--- src/hdl/prefetchAddrPkg.sv ---
// address side types; addresses are 32-bit byte addresses, the window includes both ends
package prefetchAddrPkg;

    localparam int unsigned addrWidth = 32; // byte address width

    // byte address
    typedef logic [addrWidth-1:0] addrT;

    // unsigned difference of two addresses, wraps modulo 2^32
    typedef logic [addrWidth-1:0] strideT;

    // prefetch window, base <= addr <= limit
    typedef struct packed {
        addrT base;
        addrT limit;
    } windowT;

endpackage

--- src/hdl/prefetchCtrlPkg.sv ---
// controller side types; the in-flight count is 8 bits, so maxOutstanding must stay below 256
package prefetchCtrlPkg;

    // stride learning FSM
    typedef enum logic [1:0] {
        sIdle   = 2'b00, // nothing learned yet
        sArm    = 2'b01, // one address seen, waiting for a stride
        sActive = 2'b10  // stride known, running ahead
    } ctrlStateT;

    // prefetches in flight
    typedef logic [7:0] countT;

endpackage

--- src/hdl/strideTracker.sv ---
// strides are plain unsigned differences; the ahead address may wrap past 2^32 and then fails the window check
module strideTracker (
    input  logic                    clk,
    input  logic                    resetN,
    input  logic                    en,
    input  logic                    accept,
    input  prefetchAddrPkg::addrT   reqAddr,
    input  logic                    issue,
    input  prefetchAddrPkg::addrT   issuedAddr,
    input  logic                    loadStride,
    input  prefetchAddrPkg::strideT newStride,
    input  prefetchAddrPkg::windowT window,
    output logic                    rangeHit,
    output logic                    strideHit,
    output logic                    aheadInRange,
    output prefetchAddrPkg::strideT currentStride,
    output prefetchAddrPkg::strideT storedStride,
    output prefetchAddrPkg::addrT   aheadAddr
);
    import prefetchAddrPkg::*;

    addrT lastAddr;   // last accepted in-window demand address
    addrT lastIssued; // last address taken by the master port

    always_ff @(posedge clk) begin
        if (!resetN) begin
            storedStride <= '0;
        end else if (en && loadStride) begin
            storedStride <= newStride;
        end
    end

    always_ff @(posedge clk) begin
        if (en) begin
            if (accept && rangeHit) begin
                lastAddr <= reqAddr; // out-of-window requests leave history alone
            end
            if (issue) begin
                lastIssued <= issuedAddr;
            end
        end
    end

    assign currentStride = reqAddr - lastAddr;
    assign strideHit     = (currentStride == storedStride);
    assign rangeHit      = (reqAddr >= window.base) && (reqAddr <= window.limit);
    assign aheadAddr     = lastIssued + storedStride;
    assign aheadInRange  = (aheadAddr >= window.base) && (aheadAddr <= window.limit);

endmodule

--- src/hdl/outstandingCounter.sv ---
// counts issued prefetches not yet filled; maxOutstanding must be 1..255, stray fills at zero are ignored
module outstandingCounter #(
    parameter int unsigned maxOutstanding = 4
) (
    input  logic clk,
    input  logic resetN,
    input  logic en,
    input  logic issue,
    input  logic fillValid,
    output logic mayIssue
);
    import prefetchCtrlPkg::*;

    countT count;

    always_ff @(posedge clk) begin
        if (!resetN) begin
            count <= '0;
        end else if (en) begin
            if (issue && !fillValid) begin
                count <= count + countT'(1);
            end else if (fillValid && !issue && (count != '0)) begin
                count <= count - countT'(1); // never below zero
            end
        end
    end

    // issue and fill together cancel out
    assign mayIssue = (count < countT'(maxOutstanding));

endmodule

--- src/hdl/prefetchQueue.sv ---
// in-order queue of issued addresses; queueDepth is a power of two of at least 2, a flush wins over push and pop
module prefetchQueue #(
    parameter int unsigned queueDepth = 8
) (
    input  logic                  clk,
    input  logic                  resetN,
    input  logic                  en,
    input  logic                  push,
    input  prefetchAddrPkg::addrT pushAddr,
    input  logic                  accept,
    input  prefetchAddrPkg::addrT reqAddr,
    input  logic                  flushN,
    output logic                  hit,
    output logic                  almostFull
);
    import prefetchAddrPkg::*;

    localparam int unsigned ptrWidth = $clog2(queueDepth);

    addrT                entries [queueDepth];
    logic [ptrWidth-1:0] wrPtr;
    logic [ptrWidth-1:0] rdPtr;
    logic [ptrWidth:0]   count;
    logic                headMatch;
    logic                doPush;
    logic                doPop;

    assign headMatch  = (count != '0) && (reqAddr == entries[rdPtr]);
    assign doPop      = accept && headMatch;
    assign doPush     = push && (count != (ptrWidth + 1)'(queueDepth)); // full drops the push
    assign almostFull = (count >= (ptrWidth + 1)'(queueDepth - 1));

    always_ff @(posedge clk) begin
        if (en && flushN && doPush) begin
            entries[wrPtr] <= pushAddr;
        end
    end

    always_ff @(posedge clk) begin
        if (!resetN) begin
            wrPtr <= '0;
            rdPtr <= '0;
            count <= '0;
            hit   <= 1'b0;
        end else if (en) begin
            if (!flushN) begin
                wrPtr <= '0; // queue empties
                rdPtr <= '0;
                count <= '0;
                hit   <= 1'b0;
            end else begin
                hit <= doPop;
                if (doPush) begin
                    wrPtr <= wrPtr + 1'b1;
                end
                if (doPop) begin
                    rdPtr <= rdPtr + 1'b1; // head matched, drop it
                end
                count <= count + (ptrWidth + 1)'(doPush) - (ptrWidth + 1)'(doPop);
            end
        end
    end

endmodule

--- src/hdl/prefetcherCtrl.sv ---
// one prefetch address in flight on the master port at a time; demand requests wait while it is pending
module prefetcherCtrl (
    input  logic                    clk,
    input  logic                    resetN,
    input  logic                    en,
    input  logic                    inAddrReqValid,
    input  prefetchAddrPkg::addrT   inAddrReq,
    output logic                    inAddrReqReady,
    input  logic                    rangeHit,
    input  logic                    strideHit,
    input  logic                    aheadInRange,
    input  logic                    mayIssue,
    input  logic                    almostFull,
    input  prefetchAddrPkg::strideT currentStride,
    input  prefetchAddrPkg::addrT   aheadAddr,
    output logic                    accept,
    output logic                    loadStride,
    output logic                    issue,
    output logic                    prefetchedAddrValid,
    output prefetchAddrPkg::addrT   prefetchedAddr,
    input  logic                    prefetchedAddrReady,
    output logic                    flushN
);
    import prefetchAddrPkg::*;
    import prefetchCtrlPkg::*;

    ctrlStateT state;
    ctrlStateT nxtState;
    addrT      nxtAddr;
    logic      nxtValid;
    logic      nxtFlushN;
    logic      strideNonZero;
    logic      trainReq;

    assign inAddrReqReady = !prefetchedAddrValid; // hold off demand under back-pressure
    assign accept         = inAddrReqValid && inAddrReqReady && en;
    assign issue          = prefetchedAddrValid && prefetchedAddrReady && en;
    assign strideNonZero  = (currentStride != '0);
    assign trainReq       = accept && rangeHit;

    always_comb begin
        nxtState   = state;
        nxtValid   = prefetchedAddrValid;
        nxtAddr    = prefetchedAddr;
        nxtFlushN  = 1'b1;
        loadStride = 1'b0;

        if (prefetchedAddrValid) begin
            if (prefetchedAddrReady) begin
                nxtValid = 1'b0; // taken this cycle
            end
        end else begin
            case (state)
                sIdle: begin
                    if (trainReq) begin
                        nxtState = sArm;
                        nxtValid = 1'b1;
                        nxtAddr  = inAddrReq;
                    end
                end
                sArm: begin
                    if (trainReq && strideNonZero) begin
                        nxtState   = sActive;
                        loadStride = 1'b1;
                        nxtValid   = 1'b1;
                        nxtAddr    = inAddrReq;
                    end
                end
                sActive: begin
                    if (trainReq && strideNonZero && !strideHit) begin
                        // stride broke, drop what was queued and relearn
                        nxtState  = sArm;
                        nxtFlushN = 1'b0;
                        nxtValid  = 1'b1;
                        nxtAddr   = inAddrReq;
                    end else if (mayIssue && !almostFull && aheadInRange) begin
                        nxtValid = 1'b1; // run ahead
                        nxtAddr  = aheadAddr;
                    end
                end
                default: nxtState = sIdle;
            endcase
        end
    end

    always_ff @(posedge clk) begin
        if (!resetN) begin
            state               <= sIdle;
            prefetchedAddrValid <= 1'b0;
            flushN              <= 1'b1;
        end else if (en) begin
            state               <= nxtState;
            prefetchedAddrValid <= nxtValid;
            flushN              <= nxtFlushN;
        end
    end

    always_ff @(posedge clk) begin
        if (en) begin
            prefetchedAddr <= nxtAddr;
        end
    end

endmodule

--- src/hdl/prefetcherTop.sv ---
// stride prefetcher for reads only; the window must be held steady while en is high
module prefetcherTop #(
    parameter int unsigned queueDepth     = 8,
    parameter int unsigned maxOutstanding = 4
) (
    input  logic                    clk,
    input  logic                    resetN,
    input  logic                    en,
    input  logic                    inAddrReqValid,
    input  prefetchAddrPkg::addrT   inAddrReq,
    output logic                    inAddrReqReady,
    output logic                    prefetchedAddrValid,
    output prefetchAddrPkg::addrT   prefetchedAddr,
    input  logic                    prefetchedAddrReady,
    input  logic                    fillValid,
    input  prefetchAddrPkg::windowT window,
    output logic                    demandHit,
    output logic                    flushN,
    output logic                    queueAlmostFull
);
    logic                    rangeHit;
    logic                    strideHit;
    logic                    aheadInRange;
    logic                    mayIssue;
    logic                    accept;
    logic                    loadStride;
    logic                    issue;
    prefetchAddrPkg::strideT currentStride;
    prefetchAddrPkg::addrT   aheadAddr;

    strideTracker i_tracker (
        .clk, .resetN, .en, .accept, .reqAddr(inAddrReq), .issue,
        .issuedAddr(prefetchedAddr), .loadStride, .newStride(currentStride), .window,
        .rangeHit, .strideHit, .aheadInRange, .currentStride, .storedStride(), .aheadAddr
    );

    outstandingCounter #(.maxOutstanding(maxOutstanding)) i_counter (
        .clk, .resetN, .en, .issue, .fillValid, .mayIssue
    );

    prefetchQueue #(.queueDepth(queueDepth)) i_queue (
        .clk, .resetN, .en, .push(issue), .pushAddr(prefetchedAddr), .accept,
        .reqAddr(inAddrReq), .flushN, .hit(demandHit), .almostFull(queueAlmostFull)
    );

    prefetcherCtrl i_ctrl (
        .clk, .resetN, .en, .inAddrReqValid, .inAddrReq, .inAddrReqReady, .rangeHit,
        .strideHit, .aheadInRange, .mayIssue, .almostFull(queueAlmostFull), .currentStride,
        .aheadAddr, .accept, .loadStride, .issue, .prefetchedAddrValid, .prefetchedAddr,
        .prefetchedAddrReady, .flushN
    );

endmodule

--- config.mk ---
export PLATFORM = sky130hd
export DESIGN_NAME = prefetcherTop
export DESIGN_NICKNAME = d
export VERILOG_FILES = /design/src/hdl/prefetchAddrPkg.sv /design/src/hdl/prefetchCtrlPkg.sv /design/src/hdl/strideTracker.sv /design/src/hdl/outstandingCounter.sv /design/src/hdl/prefetchQueue.sv /design/src/hdl/prefetcherCtrl.sv /design/src/hdl/prefetcherTop.sv
export SDC_FILE = /design/constraint.sdc
export NUM_CORES = 1
export LEC_CHECK = 0
export BUFFER_PORTS_ARGS = -buffer_cell sky130_fd_sc_hd__buf_2
export CELL_PAD_IN_SITES_DETAIL_PLACEMENT = 1
export CELL_PAD_IN_SITES_GLOBAL_PLACEMENT = 1
export CORE_UTILIZATION = 51
export DETAILED_ROUTE_END_ITERATION = 8
export HOLD_SLACK_MARGIN = 0.02
export PLACE_DENSITY_LB_ADDON = 0.2
export SETUP_SLACK_MARGIN = 0.2
export SLEW_MARGIN = 25
export SYNTH_ARGS = -nofsm -noshare
export SYNTH_HDL_FRONTEND = slang
export SYNTH_SLANG_ARGS = --single-unit
--- constraint.sdc ---
create_clock -name clk -period 8.1 [get_ports clk]
set_input_delay 1.62 -clock clk [delete_from_list [all_inputs] [get_ports clk]]
set_output_delay 1.62 -clock clk [all_outputs]
set_load 0.01 [all_outputs]
==> results of run 1 <==
-- state kept, by name (all words and copies together) (netlist names), named ones only --
signal	flops
i_ctrl.flushN	1
i_tracker.lastAddr	32
i_queue.entries	256
i_ctrl.state	2
i_ctrl.prefetchedAddrValid	1
i_tracker.storedStride	32
i_queue.hit	1
i_queue.count	4
i_counter.count	8
i_queue.wrPtr	3
i_tracker.lastIssued	32
i_queue.rdPtr	3
i_ctrl.prefetchedAddr	32
-- critical path, stage by stage (launching register included) --
cell      delay (ps)
edfxtp_1         370
ha_1             240
fa_1             410
a21oi_1          210
o211ai_1         180
nor4_1           270
or4_1            230
nand2_1          110
a21oi_1          310
o21bai_1         170
a21o_1           200
a21oi_1          170
xnor2_1          250
ha_1             330
and4_1           180
a221o_1          300
a221o_1          380
nor3_1           210
o41ai_1          210
a221o_1          330
a211o_1          300
o21bai_1         150
o31a_1           130
buf_4            390
-- stage by stage --
stage / util / instances / cell area [sq um]
3_3_place_gp: 0.5510 / 2677 / 25170
3_5_place_dp: 0.5511 / 2677 / 25170
4_1_cts: 0.5826 / 2758 / 26610
5_1_grt: 0.5826 / 2758 / 26610
2_1_floorplan: - / 1988 / 23810
6_report: 0.5826 / 2758 / 26610
-- routing by layer --
| layer | GRT usage | wire (um) | up-vias |
|---|---|---|---|
| met5 | 0 | 0 | - |
| met4 | 0.1291 | 2806 | 0 |
| met3 | 0.03389 | 4245 | 152 |
| met2 | 0.5272 | 35620 | 593 |
| met1 | 0.4185 | 31130 | 8715 |
| li1 | - | - | 7880 |
-- layout by cell type, fill, tap and decap left out, types with 41 or more instances in the layout --
master     instances
edfxtp_1         352
o21ai_0           95
mux4_2            66
dfxtp_1           55
clkbuf_16         47
nand4_1           41
ha_1             205
inv_1            128
buf_2            138
a21oi_1          118
nand2_1          105
a21o_1            56
mux2i_1           42
nand3_1           62
xnor2_1           80
nor2_1            92
-- kinds of logic (layout without fill, tap and decap cells) --
kind of cell / Yosys count / in the layout / share of synthesized area
adders and majority gates: 209 / 209 / 0.1111
xor gates and xnor gates: 120 / 120 / 0.04709
and+or+nand+nor: 472 / 472 / 0.09991
AOI/OAI and AO/OA: 437 / 437 / 0.1204
DFF: 410 / 410 / 0.4928
buffers and inverters: 200 / 370 / 0.03348
muxes: 140 / 140 / 0.09523
-- cell type report --
cell class,instances,area [sq um]
clock buffers,56,1220
clock inverters,25,222.7
fillers,4692,19060
inverters,129,484.2
multi-input cells,1378,11340
flip-flops and latches,410,11740
well taps,600,750.7
repair buffers,160,855.8
-- report_power, final --
part           internal [uW]  switching, uW
Clock                   1140            884
Sequential              2320           44.2
Combinational            304            493
Total                   3770           1420
-- worst max-delay path by stage --
stage	from	end	cells past startpoint
floorplan	inAddrReq[0]	i_ctrl.prefetchedAddr[0]	16
global placement	inAddrReq[0]	i_ctrl.prefetchedAddr[1]	17
detailed placement	inAddrReq[0]	i_ctrl.prefetchedAddr[1]	17
CTS	i_tracker.lastIssued[0]	i_ctrl.prefetchedAddr[23]	23
global route	i_tracker.lastIssued[0]	i_ctrl.prefetchedAddr[23]	23
finish	i_tracker.lastIssued[0]	i_ctrl.prefetchedAddr[4]	23
==> report_table.html, run 1 <==
<table>
<tr><th>Metric</th><th>Value</th></tr>
<tr><th colspan="2">Worst setup path</th></tr>
<tr><td>FF-to-FF setup slack</td><td>1650 ps</td></tr>
<tr><td>Critical path fanouts, max</td><td>32</td></tr>
<tr><td>Worst reg2reg path startpoint</td><td>i_tracker.lastIssued[0]</td></tr>
<tr><td>RR Endpoint</td><td>i_ctrl.prefetchedAddr[4]</td></tr>
<tr><td>Critical setup path kind</td><td>reg -&gt; reg</td></tr>
<tr><td>Arrival time of the worst setup path</td><td>6680 ps</td></tr>
<tr><td>Kind of start point of the critical path</td><td>register</td></tr>
<tr><td>Required time at the worst-slack endpoint</td><td>8330 ps</td></tr>
<tr><td>Length in cells of the worst reg-to-reg path</td><td>23</td></tr>
<tr><td>Category of the worst setup path capture point</td><td>register</td></tr>
<tr><th colspan="2">Global routing</th></tr>
<tr><td>Antenna violations before repair</td><td>2</td></tr>
<tr><td>Overflow left after global routing</td><td>0</td></tr>
<tr><td>Global-route wire length before repair</td><td>110.7 mm</td></tr>
<tr><td>All-layer global routing usage</td><td>0.3152</td></tr>
<tr><td>Number of global-route vias before repair</td><td>18460</td></tr>
<tr><td>Largest net degree at the start of global routing</td><td>62</td></tr>
<tr><th colspan="2">Logic synthesis</th></tr>
<tr><td>EDFF count, synth</td><td>352</td></tr>
<tr><td>Largest cells by area after synthesis</td><td>edfxtp_1 (44%), ha_1 (11%), mux4_2 (6.2%)</td></tr>
<tr><td>Yosys reg bits</td><td>410</td></tr>
<tr><td>Yosys warning total</td><td>0</td></tr>
<tr><td>Most used DFF post-synth</td><td>edfxtp_1</td></tr>
<tr><td>Count of different cell masters after synthesis</td><td>83</td></tr>
<tr><td>Top cells by instance count after synthesis</td><td>edfxtp_1 (352), ha_1 (205), inv_1 (129)</td></tr>
<tr><td>Syn Nets</td><td>2299</td></tr>
<tr><td>Cell with the most instances after synthesis</td><td>edfxtp_1</td></tr>
<tr><td>Share of Yosys cell area claimed by the top area cell type</td><td>0.4440</td></tr>
<tr><td>Fraction of registers with async set/reset</td><td>0</td></tr>
<tr><td>Post-Syn Area</td><td>23810 sq um</td></tr>
<tr><td>Cell count after synthesis</td><td>1988</td></tr>
<tr><td>Post-synthesis cell type with the largest combined area</td><td>edfxtp_1</td></tr>
<tr><td>Per-instance average area after synthesis</td><td>11.98 sq um</td></tr>
<tr><td>Fraction of the yosys area taken by sequential cells</td><td>0.4928</td></tr>
<tr><th colspan="2">Routing</th></tr>
<tr><td>Pre-antenna DRT Iters</td><td>5</td></tr>
<tr><td>Iter 0 DRT Violations</td><td>1401</td></tr>
<tr><td>Vias per cell</td><td>6.287</td></tr>
<tr><td>DRC violations left</td><td>0</td></tr>
<tr><td>Post-route antenna net violation count</td><td>0</td></tr>
<tr><td>Number of vias after detailed routing</td><td>17340</td></tr>
<tr><td>Wire per inst</td><td>26.76 um</td></tr>
<tr><td>Total routed wirelength</td><td>73.81 mm</td></tr>
<tr><th colspan="2">Power and ir drop</th></tr>
<tr><td>Total chip power</td><td>5188 uW</td></tr>
<tr><td>Leakage</td><td>0.01017 uW</td></tr>
<tr><td>Worst vdd ir</td><td>0.2132 mV</td></tr>
<tr><td>Cell area power density</td><td>195.0 nW/um^2</td></tr>
<tr><th colspan="2">Timing</th></tr>
<tr><td>Max-Slew Margin vs Limit</td><td>0.3507</td></tr>
<tr><td>Number of pins with negative max-slew slack in the final report</td><td>0</td></tr>
<tr><td>Worst hold slack across all endpoints</td><td>464.7 ps</td></tr>
<tr><td>RSZ-0062 raised after global routing</td><td>no</td></tr>
<tr><td>Clock skew after layout</td><td>35.03 ps</td></tr>
<tr><td>Number of setup violations in the final report</td><td>0</td></tr>
<tr><td>Top achievable clock speed</td><td>154.9 MHz</td></tr>
<tr><td>Final Worst Setup Slack</td><td>1645 ps</td></tr>
<tr><td>Minimum clock period</td><td>6455 ps</td></tr>
<tr><td>Worst Tran Pin Value</td><td>958.7 ps</td></tr>
<tr><td>Endpoints failing hold</td><td>0</td></tr>
<tr><td>Summed negative setup slack over all endpoints</td><td>0 ps</td></tr>
<tr><td>Share of the clock period used by the worst path</td><td>0.7969</td></tr>
<tr><th colspan="2">Clock network</th></tr>
<tr><td>Total clock sinks</td><td>410</td></tr>
<tr><td>Number of buffers inserted to repair setup after CTS</td><td>0</td></tr>
<tr><td>Hold-fix buffer count after cts</td><td>0</td></tr>
<tr><td>TritonCTS clock tree</td><td>done</td></tr>
<tr><td>Worst-Skew Late Latency</td><td>590 ps</td></tr>
<tr><td>Number of buffers created by CTS</td><td>45</td></tr>
<tr><td>Number of gates given a new drive strength after cts</td><td>0</td></tr>
<tr><td>Max H-tree Level</td><td>2</td></tr>
<tr><td>Root Buffer Master</td><td>clkbuf_16</td></tr>
<tr><td>Buffers from clock root to sink, at most</td><td>3</td></tr>
<tr><td>Clock slew at reported path FFs</td><td>60 ps</td></tr>
<tr><th colspan="2">Cells and area</th></tr>
<tr><td>Number of antenna repair diodes</td><td>0</td></tr>
<tr><td>Fraction of layout cells with a size suffix above 1</td><td>0.1506</td></tr>
<tr><td>Final nets</td><td>2435</td></tr>
<tr><td>Area grow syn2layout</td><td>11.78%</td></tr>
<tr><th colspan="2">Die</th></tr>
<tr><td>Die span in x</td><td>218.1 um</td></tr>
<tr><td>Die Outline Area</td><td>47550 sq um</td></tr>
<tr><td>Row count</td><td>78</td></tr>
<tr><td>Vertical extent of the die</td><td>218.1 um</td></tr>
<tr><td>IO Count</td><td>139</td></tr>
<tr><td>Initial Util</td><td>0.5212</td></tr>
<tr><td>Core ar.</td><td>45670 sq um</td></tr>
<tr><th colspan="2">Min path</th></tr>
<tr><td>Worst min-delay path endpoint</td><td>i_queue.hit</td></tr>
<tr><td>Hold Crit Start</td><td>i_queue.hit</td></tr>
<tr><td>Number of instances on the worst hold path</td><td>2</td></tr>
<tr><td>Hold Crit Class</td><td>reg -&gt; reg</td></tr>
<tr><th colspan="2">Place</th></tr>
<tr><td>Placement Setup Slack</td><td>1182 ps</td></tr>
<tr><td>DP Wirelength</td><td>54.55 mm</td></tr>
<tr><td>Routability-driven placement congestion ratio</td><td>0.9563</td></tr>
<tr><td>Quantity of I/O buffers inserted on ports</td><td>138</td></tr>
<tr><th colspan="2">Run</th></tr>
<tr><td>Number of max-cap violations</td><td>0</td></tr>
<tr><th colspan="2">Status</th></tr>
<tr><td>Result of the run</td><td>finished, final reports clean</td></tr>
</table>
(Power assumes the default switching activity.)
==> run 2: changes to the inputs <==
--- a/config.mk
+++ b/config.mk
@@ -8,7 +8,7 @@
 export BUFFER_PORTS_ARGS = -buffer_cell sky130_fd_sc_hd__buf_2
 export CELL_PAD_IN_SITES_DETAIL_PLACEMENT = 1
 export CELL_PAD_IN_SITES_GLOBAL_PLACEMENT = 1
-export CORE_UTILIZATION = 51
+export CORE_UTILIZATION = 46
 export DETAILED_ROUTE_END_ITERATION = 8
 export HOLD_SLACK_MARGIN = 0.02
 export PLACE_DENSITY_LB_ADDON = 0.2
==> constraint.sdc (replaced) <==
create_clock -name clk -period 5.6 [get_ports clk]
set_input_delay 1.12 -clock clk [delete_from_list [all_inputs] [get_ports clk]]
set_output_delay 1.12 -clock clk [all_outputs]
set_load 0.01 [all_outputs]
==> report_table.html, run 2 (synthesized netlist as in run 1, its figures left out) <==
<table>
<tr><th>Metric</th><th>Value</th></tr>
<tr><th colspan="2">Clock network</th></tr>
<tr><td>Total clock sinks</td><td>410 (unchanged)</td></tr>
<tr><td>Root Buffer Master</td><td>clkbuf_16</td></tr>
<tr><td>Worst-Skew Late Latency</td><td>590 ps (about the same)</td></tr>
<tr><td>Buffers from clock root to sink, at most</td><td>3 (unchanged)</td></tr>
<tr><td>Hold-fix buffer count after cts</td><td>0 (unchanged)</td></tr>
<tr><td>TritonCTS clock tree</td><td>done</td></tr>
<tr><td>Number of buffers created by CTS</td><td>46 (+2.2%)</td></tr>
<tr><td>Clock slew at reported path FFs</td><td>60 ps (about the same)</td></tr>
<tr><td>Max H-tree Level</td><td>2 (unchanged)</td></tr>
<tr><th colspan="2">Die</th></tr>
<tr><td>IO Count</td><td>139 (unchanged)</td></tr>
<tr><td>Initial Util</td><td>0.4650 (-0.05624)</td></tr>
<tr><td>Vertical extent of the die</td><td>229.5 um (+5.2%)</td></tr>
<tr><td>Die span in x</td><td>229.5 um (+5.2%)</td></tr>
<tr><td>Die Outline Area</td><td>52670 sq um (+11%)</td></tr>
<tr><td>Row count</td><td>83 (+6.4%)</td></tr>
<tr><td>Core ar.</td><td>51200 sq um (+12%)</td></tr>
<tr><th colspan="2">Cells and area</th></tr>
<tr><td>Number of standard cells in the layout, taps in and fillers out</td><td>2983 (+8.2%)</td></tr>
<tr><td>Final core area utilization</td><td>0.5494 (-0.03325)</td></tr>
<tr><td>Final nets</td><td>2577 (+5.8%)</td></tr>
<tr><td>Flip-flop count of the largest register, all copies and words added</td><td>256 (unchanged)</td></tr>
<tr><td>Fraction of layout cells with a size suffix above 1</td><td>0.2156 (+0.06496)</td></tr>
<tr><td>Final cell area excluding filler cells</td><td>28130 sq um (+5.7%)</td></tr>
<tr><td>Commonest non-fill, non-tap cells in the layout</td><td>edfxtp_1 (352), ha_1 (202), buf_4 (155)</td></tr>
<tr><td>Register containing the most flip-flops in the final layout</td><td>i_queue.entries</td></tr>
<tr><td>Area grow syn2layout</td><td>18.15%</td></tr>
<tr><td>Commonest non-fill, non-tap cell in the layout</td><td>edfxtp_1</td></tr>
<tr><th colspan="2">Worst setup path</th></tr>
<tr><td>Largest incremental delay on the critical path</td><td>580 ps (+170 ps)</td></tr>
<tr><td>Kind of start point of the critical path</td><td>register</td></tr>
<tr><td>Category of the worst setup path capture point</td><td>register</td></tr>
<tr><td>Most repeated library cell on the critical path</td><td>buf_4</td></tr>
<tr><td>Critical setup path kind</td><td>reg -&gt; reg</td></tr>
<tr><td>Required time at the worst-slack endpoint</td><td>5890 ps (-2440 ps)</td></tr>
<tr><td>Arrival time of the worst setup path</td><td>5790 ps (-890 ps)</td></tr>
<tr><td>Cells along the critical path</td><td>ha_2, fa_2, a21oi_2, o211ai_1, nor4_2, or4_4, buf_4, a2111oi_2, buf_4, nor2_1, xnor2_2, buf_4, ha_1, nand4_1, or2_2, nor3_1, a311oi_1, a31o_2, a211o_1, o21bai_4, buf_12, o31a_4</td></tr>
<tr><td>Critical path fanouts, max</td><td>8 (-75%)</td></tr>
<tr><td>CP max-delay cell</td><td>or4_4</td></tr>
<tr><th colspan="2">Timing</th></tr>
<tr><td>Worst Tran Pin Value</td><td>1010 ps (+50.79 ps)</td></tr>
<tr><td>Share of the clock period used by the worst path</td><td>0.9819 (+0.1851)</td></tr>
<tr><td>Clock skew after layout</td><td>18.82 ps (-16.21 ps)</td></tr>
<tr><td>Summed negative setup slack over all endpoints</td><td>0 ps (unchanged)</td></tr>
<tr><td>Endpoints failing hold</td><td>0 (unchanged)</td></tr>
<tr><td>Top achievable clock speed</td><td>181.9 MHz (+17%)</td></tr>
<tr><td>Worst hold slack across all endpoints</td><td>471.4 ps (+6.728 ps)</td></tr>
<tr><td>Minimum clock period</td><td>5499 ps (-955.7 ps)</td></tr>
<tr><td>Number of pins with negative max-slew slack in the final report</td><td>0 (unchanged)</td></tr>
<tr><td>Max-Slew Margin vs Limit</td><td>0.3245 (-0.02624)</td></tr>
<tr><td>RSZ-0062 raised after global routing</td><td>yes</td></tr>
<tr><td>Number of setup violations in the final report</td><td>0 (unchanged)</td></tr>
<tr><th colspan="2">Global routing</th></tr>
<tr><td>All-layer global routing usage</td><td>0.2949 (-0.02033)</td></tr>
<tr><td>Global-route wire length before repair</td><td>115.5 mm (+4.4%)</td></tr>
<tr><td>Largest net degree at the start of global routing</td><td>62 (unchanged)</td></tr>
<tr><td>Overflow left after global routing</td><td>0 (unchanged)</td></tr>
<tr><td>Antenna violations before repair</td><td>1 (-1)</td></tr>
<tr><td>Number of global-route vias before repair</td><td>18930 (+2.6%)</td></tr>
<tr><th colspan="2">Routing</th></tr>
<tr><td>Pre-antenna DRT Iters</td><td>7 (+2)</td></tr>
<tr><td>Number of vias after detailed routing</td><td>17940 (+3.5%)</td></tr>
<tr><td>Iter 0 DRT Violations</td><td>1295 (-7.6%)</td></tr>
<tr><td>Vias per cell</td><td>6.014 (-4.3%)</td></tr>
<tr><td>Total routed wirelength</td><td>77.64 mm (+5.2%)</td></tr>
<tr><td>Wire per inst</td><td>26.03 um (-2.7%)</td></tr>
<tr><td>DRC violations left</td><td>0 (unchanged)</td></tr>
<tr><td>Post-route antenna net violation count</td><td>0 (unchanged)</td></tr>
<tr><th colspan="2">Place</th></tr>
<tr><td>Routability-driven placement congestion ratio</td><td>0.9741 (+1.9%)</td></tr>
<tr><td>Placed Instance Area</td><td>26280 sq um (+4.4%)</td></tr>
<tr><td>Placed Instances</td><td>2884 (+7.7%)</td></tr>
<tr><td>DP Wirelength</td><td>58.74 mm (+7.7%)</td></tr>
<tr><td>Quantity of I/O buffers inserted on ports</td><td>138 (unchanged)</td></tr>
<tr><th colspan="2">Min path</th></tr>
<tr><td>Hold Crit Class</td><td>reg -&gt; reg</td></tr>
<tr><th colspan="2">Status</th></tr>
<tr><td>Result of the run</td><td>finished, final reports clean</td></tr>
<tr><th colspan="2">Power and ir drop</th></tr>
<tr><td>Worst vdd ir</td><td>0.3691 mV (+73%)</td></tr>
<tr><td>Leakage</td><td>0.01097 uW (+7.9%)</td></tr>
<tr><td>Cell area power density</td><td>276.3 nW/um^2 (+42%)</td></tr>
<tr><th colspan="2">Run</th></tr>
<tr><td>Number of max-cap violations</td><td>0 (unchanged)</td></tr>
</table>
run 2: changes by cell type in the layout (fill, tap and decap cells not counted), moves of 4 or more:
cell,previous run,this run
buf_4,22,155
buf_12,0,5
xnor2_1,80,75
xnor2_2,0,5
o31a_4,0,4
run 2: final timing paths:
path	startpoint	depth (start not counted)	end	slack, ps
min reg2reg	i_queue.hit	2	i_queue.hit	470
max reg2reg	i_tracker.storedStride[0]	22	i_ctrl.prefetchedAddr[24]	100
min	i_queue.hit	2	i_queue.hit	470
max	i_tracker.storedStride[0]	22	i_ctrl.prefetchedAddr[24]	100
run 2: final cells by class:
| cell class | instances | area (sq um) |
|---|---|---|
| Multi-Input combinational cell | 1381 | 11550 |
| Inverter | 129 | 484.2 |
| Antenna cell | 2 | 5.005 |
| Clock inverter | 24 | 282.8 |
| Timing Repair Buffer | 298 | 1954 |
| Fill cell | 5302 | 23070 |
| Sequential cell | 410 | 11740 |
| Tap cell | 680 | 850.8 |
| Clock buffer | 59 | 1262 |
run 2: what timing repair did:
action,4_1_cts,5_1_grt
buffers inserted,8,3
gates cloned,3,0
resized for setup,19,12
pin swaps,23,15
endpoints found under the hold margin,0,0
endpoints found under the setup margin,32,33
run 2: per-layer routing:
layer,GRT usage,vias to the layer above,wire length [um]
met3,0.04208,147,3728
met4,0.1152,0,3024
li1,-,8165,-
met1,0.3842,9116,33530
met5,0,-,0
met2,0.4953,511,37360
run 2: report_power, final:
| group | leakage (uW) | switching (uW) | internal [uW] | total [uW] |
|---|---|---|---|---|
| clock | 0.000740 | 1290 | 1790 | 3080 |
| sequential | 0.00364 | 64.4 | 3360 | 3420 |
| combinational | 0.00659 | 748 | 522 | 1270 |
run 2: worst max-delay path: cells and delay by family, from the launching register on:
family,cells,cell delay [ps]
compound gates,8,1870
fa+ha+maj,3,740
simple gates,6,1400
xor+xnor,1,180
buf+inv,4,650
flops,1,340
run 2: metrics by stage:
stage          power (uW)  setup slack [ps]
3_3_place_gp         4667            -47.33
6_report             7771             101.1
3_5_place_dp         4717            -274.2
5_1_grt              8027            -94.56
4_1_cts              7811             135.2
2_1_floorplan        4231             262.8
==> run 3: changes to the inputs <==
--- a/config.mk
+++ b/config.mk
@@ -8,7 +8,7 @@
 export BUFFER_PORTS_ARGS = -buffer_cell sky130_fd_sc_hd__buf_2
 export CELL_PAD_IN_SITES_DETAIL_PLACEMENT = 1
 export CELL_PAD_IN_SITES_GLOBAL_PLACEMENT = 1
-export CORE_UTILIZATION = 46
+export CORE_UTILIZATION = 51
 export DETAILED_ROUTE_END_ITERATION = 8
 export HOLD_SLACK_MARGIN = 0.02
 export PLACE_DENSITY_LB_ADDON = 0.2
==> constraint.sdc (replaced) <==
create_clock -name clk -period 5.3 [get_ports clk]
set_input_delay 1.06 -clock clk [delete_from_list [all_inputs] [get_ports clk]]
set_output_delay 1.06 -clock clk [all_outputs]
set_load 0.01 [all_outputs]
==> report_table.html, run 3 (synthesized netlist as in run 1, its figures left out) <==
<table>
<tr><th>Metric</th><th>Value</th></tr>
<tr><th colspan="2">Place</th></tr>
<tr><td>Placement Setup Slack</td><td>-324.5 ps (-50.31 ps)</td></tr>
<tr><td>Placed Instances</td><td>2850 (-1.2%)</td></tr>
<tr><td>Quantity of I/O buffers inserted on ports</td><td>138 (unchanged)</td></tr>
<tr><td>DP Wirelength</td><td>58.43 mm (-0.53%)</td></tr>
<tr><td>Placed Instance Area</td><td>26590 sq um (+1.2%)</td></tr>
<tr><td>Routability-driven placement congestion ratio</td><td>0.9699 (-0.43%)</td></tr>
<tr><th colspan="2">Cells and area</th></tr>
<tr><td>Final cell area excluding filler cells</td><td>28320 sq um (+0.70%)</td></tr>
<tr><td>Area grow syn2layout</td><td>18.98%</td></tr>
<tr><td>Commonest non-fill, non-tap cells in the layout</td><td>edfxtp_1 (352), ha_1 (203), buf_4 (193)</td></tr>
<tr><td>Number of standard cells in the layout, taps in and fillers out</td><td>2945 (-1.3%)</td></tr>
<tr><td>Final nets</td><td>2618 (+1.6%)</td></tr>
<tr><td>Multi-input gate area in the final layout</td><td>11490 sq um (-0.52%)</td></tr>
<tr><td>Fraction of layout cells with a size suffix above 1</td><td>0.2281 (+0.01259)</td></tr>
<tr><td>Area taken by flip-flops and latches</td><td>11740 sq um (unchanged)</td></tr>
<tr><td>Register containing the most flip-flops in the final layout</td><td>i_queue.entries</td></tr>
<tr><td>Count of filler cells inserted in the layout</td><td>4671 (-12%)</td></tr>
<tr><td>Commonest non-fill, non-tap cell in the layout</td><td>edfxtp_1</td></tr>
<tr><td>Number of antenna repair diodes</td><td>0 (-2)</td></tr>
<tr><td>Flip-flop count of the largest register, all copies and words added</td><td>256 (unchanged)</td></tr>
<tr><th colspan="2">Timing</th></tr>
<tr><td>Final Worst Setup Slack</td><td>-150.6 ps (-251.8 ps)</td></tr>
<tr><td>Number of setup violations in the final report</td><td>32 (+32)</td></tr>
<tr><td>Worst Tran Pin Value</td><td>722.7 ps (-286.9 ps)</td></tr>
<tr><td>RSZ-0062 raised after global routing</td><td>yes</td></tr>
<tr><td>Share of the clock period used by the worst path</td><td>1.028 (+0.04648)</td></tr>
<tr><td>Top achievable clock speed</td><td>183.5 MHz (+0.89%)</td></tr>
<tr><td>Endpoints failing hold</td><td>0 (unchanged)</td></tr>
<tr><td>Minimum clock period</td><td>5451 ps (-48.25 ps)</td></tr>
<tr><td>Max-Slew Margin vs Limit</td><td>0.5153 (+0.1908)</td></tr>
<tr><td>Number of pins with negative max-slew slack in the final report</td><td>0 (unchanged)</td></tr>
<tr><td>Clock skew after layout</td><td>32.77 ps (+13.95 ps)</td></tr>
<tr><th colspan="2">Routing</th></tr>
<tr><td>Wire per inst</td><td>26.25 um (+0.85%)</td></tr>
<tr><td>Vias per cell</td><td>6.180 (+2.8%)</td></tr>
<tr><td>Number of vias after detailed routing</td><td>18200 (+1.4%)</td></tr>
<tr><td>DRC violations left</td><td>0 (unchanged)</td></tr>
<tr><td>Post-route antenna net violation count</td><td>0 (unchanged)</td></tr>
<tr><td>Pre-antenna DRT Iters</td><td>5 (-2)</td></tr>
<tr><td>Iter 0 DRT Violations</td><td>1583 (+22%)</td></tr>
<tr><td>Total routed wirelength</td><td>77.31 mm (-0.43%)</td></tr>
<tr><th colspan="2">Clock network</th></tr>
<tr><td>Clock slew at reported path FFs</td><td>60 ps (about the same)</td></tr>
<tr><td>Worst-Skew Late Latency</td><td>610 ps (+20 ps)</td></tr>
<tr><td>Root Buffer Master</td><td>clkbuf_16</td></tr>
<tr><td>Total clock sinks</td><td>410 (unchanged)</td></tr>
<tr><td>TritonCTS clock tree</td><td>done</td></tr>
<tr><td>Buffers from clock root to sink, at most</td><td>3 (unchanged)</td></tr>
<tr><td>Hold-fix buffer count after cts</td><td>0 (unchanged)</td></tr>
<tr><td>Number of buffers created by CTS</td><td>47 (+2.2%)</td></tr>
<tr><td>Max H-tree Level</td><td>2 (unchanged)</td></tr>
<tr><th colspan="2">Worst setup path</th></tr>
<tr><td>Required time at the worst-slack endpoint</td><td>5630 ps (-260 ps)</td></tr>
<tr><td>Most repeated library cell on the critical path</td><td>a221o_1</td></tr>
<tr><td>Critical path fanouts, max</td><td>9 (+1)</td></tr>
<tr><td>Kind of start point of the critical path</td><td>register</td></tr>
<tr><td>Crit path buffers/inverters</td><td>3 (-1)</td></tr>
<tr><td>Category of the worst setup path capture point</td><td>register</td></tr>
<tr><td>Cells along the critical path</td><td>ha_1, a21o_1, a21oi_2, o21ai_0, a31oi_1, o31ai_1, buf_4, o221ai_1, buf_4, xnor2_1, ha_1, a21o_1, a221o_1, a221o_1, nor3_2, o41ai_2, a221o_1, a211o_1, o21bai_1, o31a_4, clkbuf_16</td></tr>
<tr><td>Critical setup path kind</td><td>reg -&gt; reg</td></tr>
<tr><td>CP max-delay cell</td><td>edfxtp_1</td></tr>
<tr><td>Largest incremental delay on the critical path</td><td>430 ps (-150 ps)</td></tr>
<tr><td>Arrival time of the worst setup path</td><td>5780 ps (about the same)</td></tr>
<tr><td>Largest delay share family, worst path</td><td>compound AO/OA/AOI/OAI gates</td></tr>
<tr><th colspan="2">Global routing</th></tr>
<tr><td>All-layer global routing usage</td><td>0.3287 (+0.03387)</td></tr>
<tr><td>Number of global-route vias before repair</td><td>19620 (+3.7%)</td></tr>
<tr><td>Overflow left after global routing</td><td>0 (unchanged)</td></tr>
<tr><td>Largest net degree at the start of global routing</td><td>61 (-1.6%)</td></tr>
<tr><td>Global-route wire length before repair</td><td>116.0 mm (+0.39%)</td></tr>
<tr><td>Antenna violations before repair</td><td>2 (+1)</td></tr>
<tr><th colspan="2">Status</th></tr>
<tr><td>Result of the run</td><td>finished, violations left</td></tr>
<tr><td>Violations in the final reports</td><td>negative setup slack</td></tr>
<tr><th colspan="2">Power and ir drop</th></tr>
<tr><td>Leakage</td><td>0.01116 uW (+1.7%)</td></tr>
<tr><td>Cell area power density</td><td>290.1 nW/um^2 (+5.0%)</td></tr>
<tr><td>Worst vdd ir</td><td>0.3811 mV (+3.2%)</td></tr>
<tr><th colspan="2">Die</th></tr>
<tr><td>Die span in x</td><td>218.1 um (-5.0%)</td></tr>
<tr><td>Core ar.</td><td>45670 sq um (-11%)</td></tr>
<tr><td>Die Outline Area</td><td>47550 sq um (-9.7%)</td></tr>
<tr><td>Vertical extent of the die</td><td>218.1 um (-5.0%)</td></tr>
<tr><td>Initial Util</td><td>0.5212 (+0.05624)</td></tr>
<tr><td>Row count</td><td>78 (-6.0%)</td></tr>
<tr><td>IO Count</td><td>139 (unchanged)</td></tr>
<tr><th colspan="2">Run</th></tr>
<tr><td>Number of max-cap violations</td><td>0 (unchanged)</td></tr>
<tr><th colspan="2">Min path</th></tr>
<tr><td>Hold Crit Class</td><td>reg -&gt; reg</td></tr>
</table>
run 3: changes by cell type in the layout (fill, tap and decap cells not counted), moves of 3 or more:
cell / before / now
clkinv_2: 6 / 9
o31a_4: 4 / 1
clkinv_1: 6 / 10
buf_4: 155 / 193
run 3: timing repair:
item	CTS	global route
gates resized for setup	12	10
setup endpoints to repair	33	33
cloned	0	2
pin swaps	4	2
endpoints found under the hold margin	0	0
setup buffers	4	2
run 3: power breakdown:
part	switching (uW)	total (uW)	leakage, uW	internal, uW
registers	70.4	3620	0.00364	3550
logic	802	1390	0.00679	590
clock network	1380	3210	0.000733	1820
total	2260	8220	0.0112	5960
run 3: routing by layer:
metal | up-vias | global-route usage | share of wire
met5 | - | 0 | 0
met4 | 0 | 0.1501 | 0.044
met3 | 170 | 0.04059 | 0.054
met2 | 587 | 0.5501 | 0.48
met1 | 9179 | 0.4267 | 0.42
li1 | 8263 | - | -
run 3: worst reg2reg max path, stage by stage, from the launching register on:
cell and delay (ps):
edfxtp_1 430, ha_1 320, a21o_1 180, a21oi_2 180
o21ai_0 130, a31oi_1 240, o31ai_1 100, buf_4 170
o221ai_1 290, buf_4 200, xnor2_1 180, ha_1 320
a21o_1 170, a221o_1 350, a221o_1 360, nor3_2 180
o41ai_2 120, a221o_1 310, a211o_1 320, o21bai_1 190
o31a_4 270, clkbuf_16 210
run 3: cell type report:
class,count,share of cell area
Clock inverter,31,0.01038
Inverter,129,0.01723
Timing Repair Buffer,341,0.08234
Clock buffer,56,0.04347
Multi-Input combinational cell,1378,0.4057
Sequential cell,410,0.4144
Tap cell,600,0.02650
run 3: per-stage QoR:
stage	util	setup TNS (ps)	hold slack, ps	total power [uW]
floorplan	-	0	453.3	4474
global placement	0.5822	-6162	461.9	4971
detailed placement	0.5822	-14000	467.1	5031
CTS	0.6176	-1919	500.7	8231
global route	0.6202	-11690	526.8	8479
finish	0.6202	-3995	493.8	8216
run 3: path summary, 6_finish.rpt:
| kind | startpoint | endpoint | slack [ps] | depth (start not counted) |
|---|---|---|---|---|
| worst max-delay path | i_tracker.lastIssued[1] | i_ctrl.prefetchedAddr[14] | -150 | 21 |
| worst min-delay path | i_queue.hit | i_queue.hit | 490 | 2 |
| worst max register to register | i_tracker.lastIssued[1] | i_ctrl.prefetchedAddr[14] | -150 | 21 |
| worst min register to register | i_queue.hit | i_queue.hit | 490 | 2 |
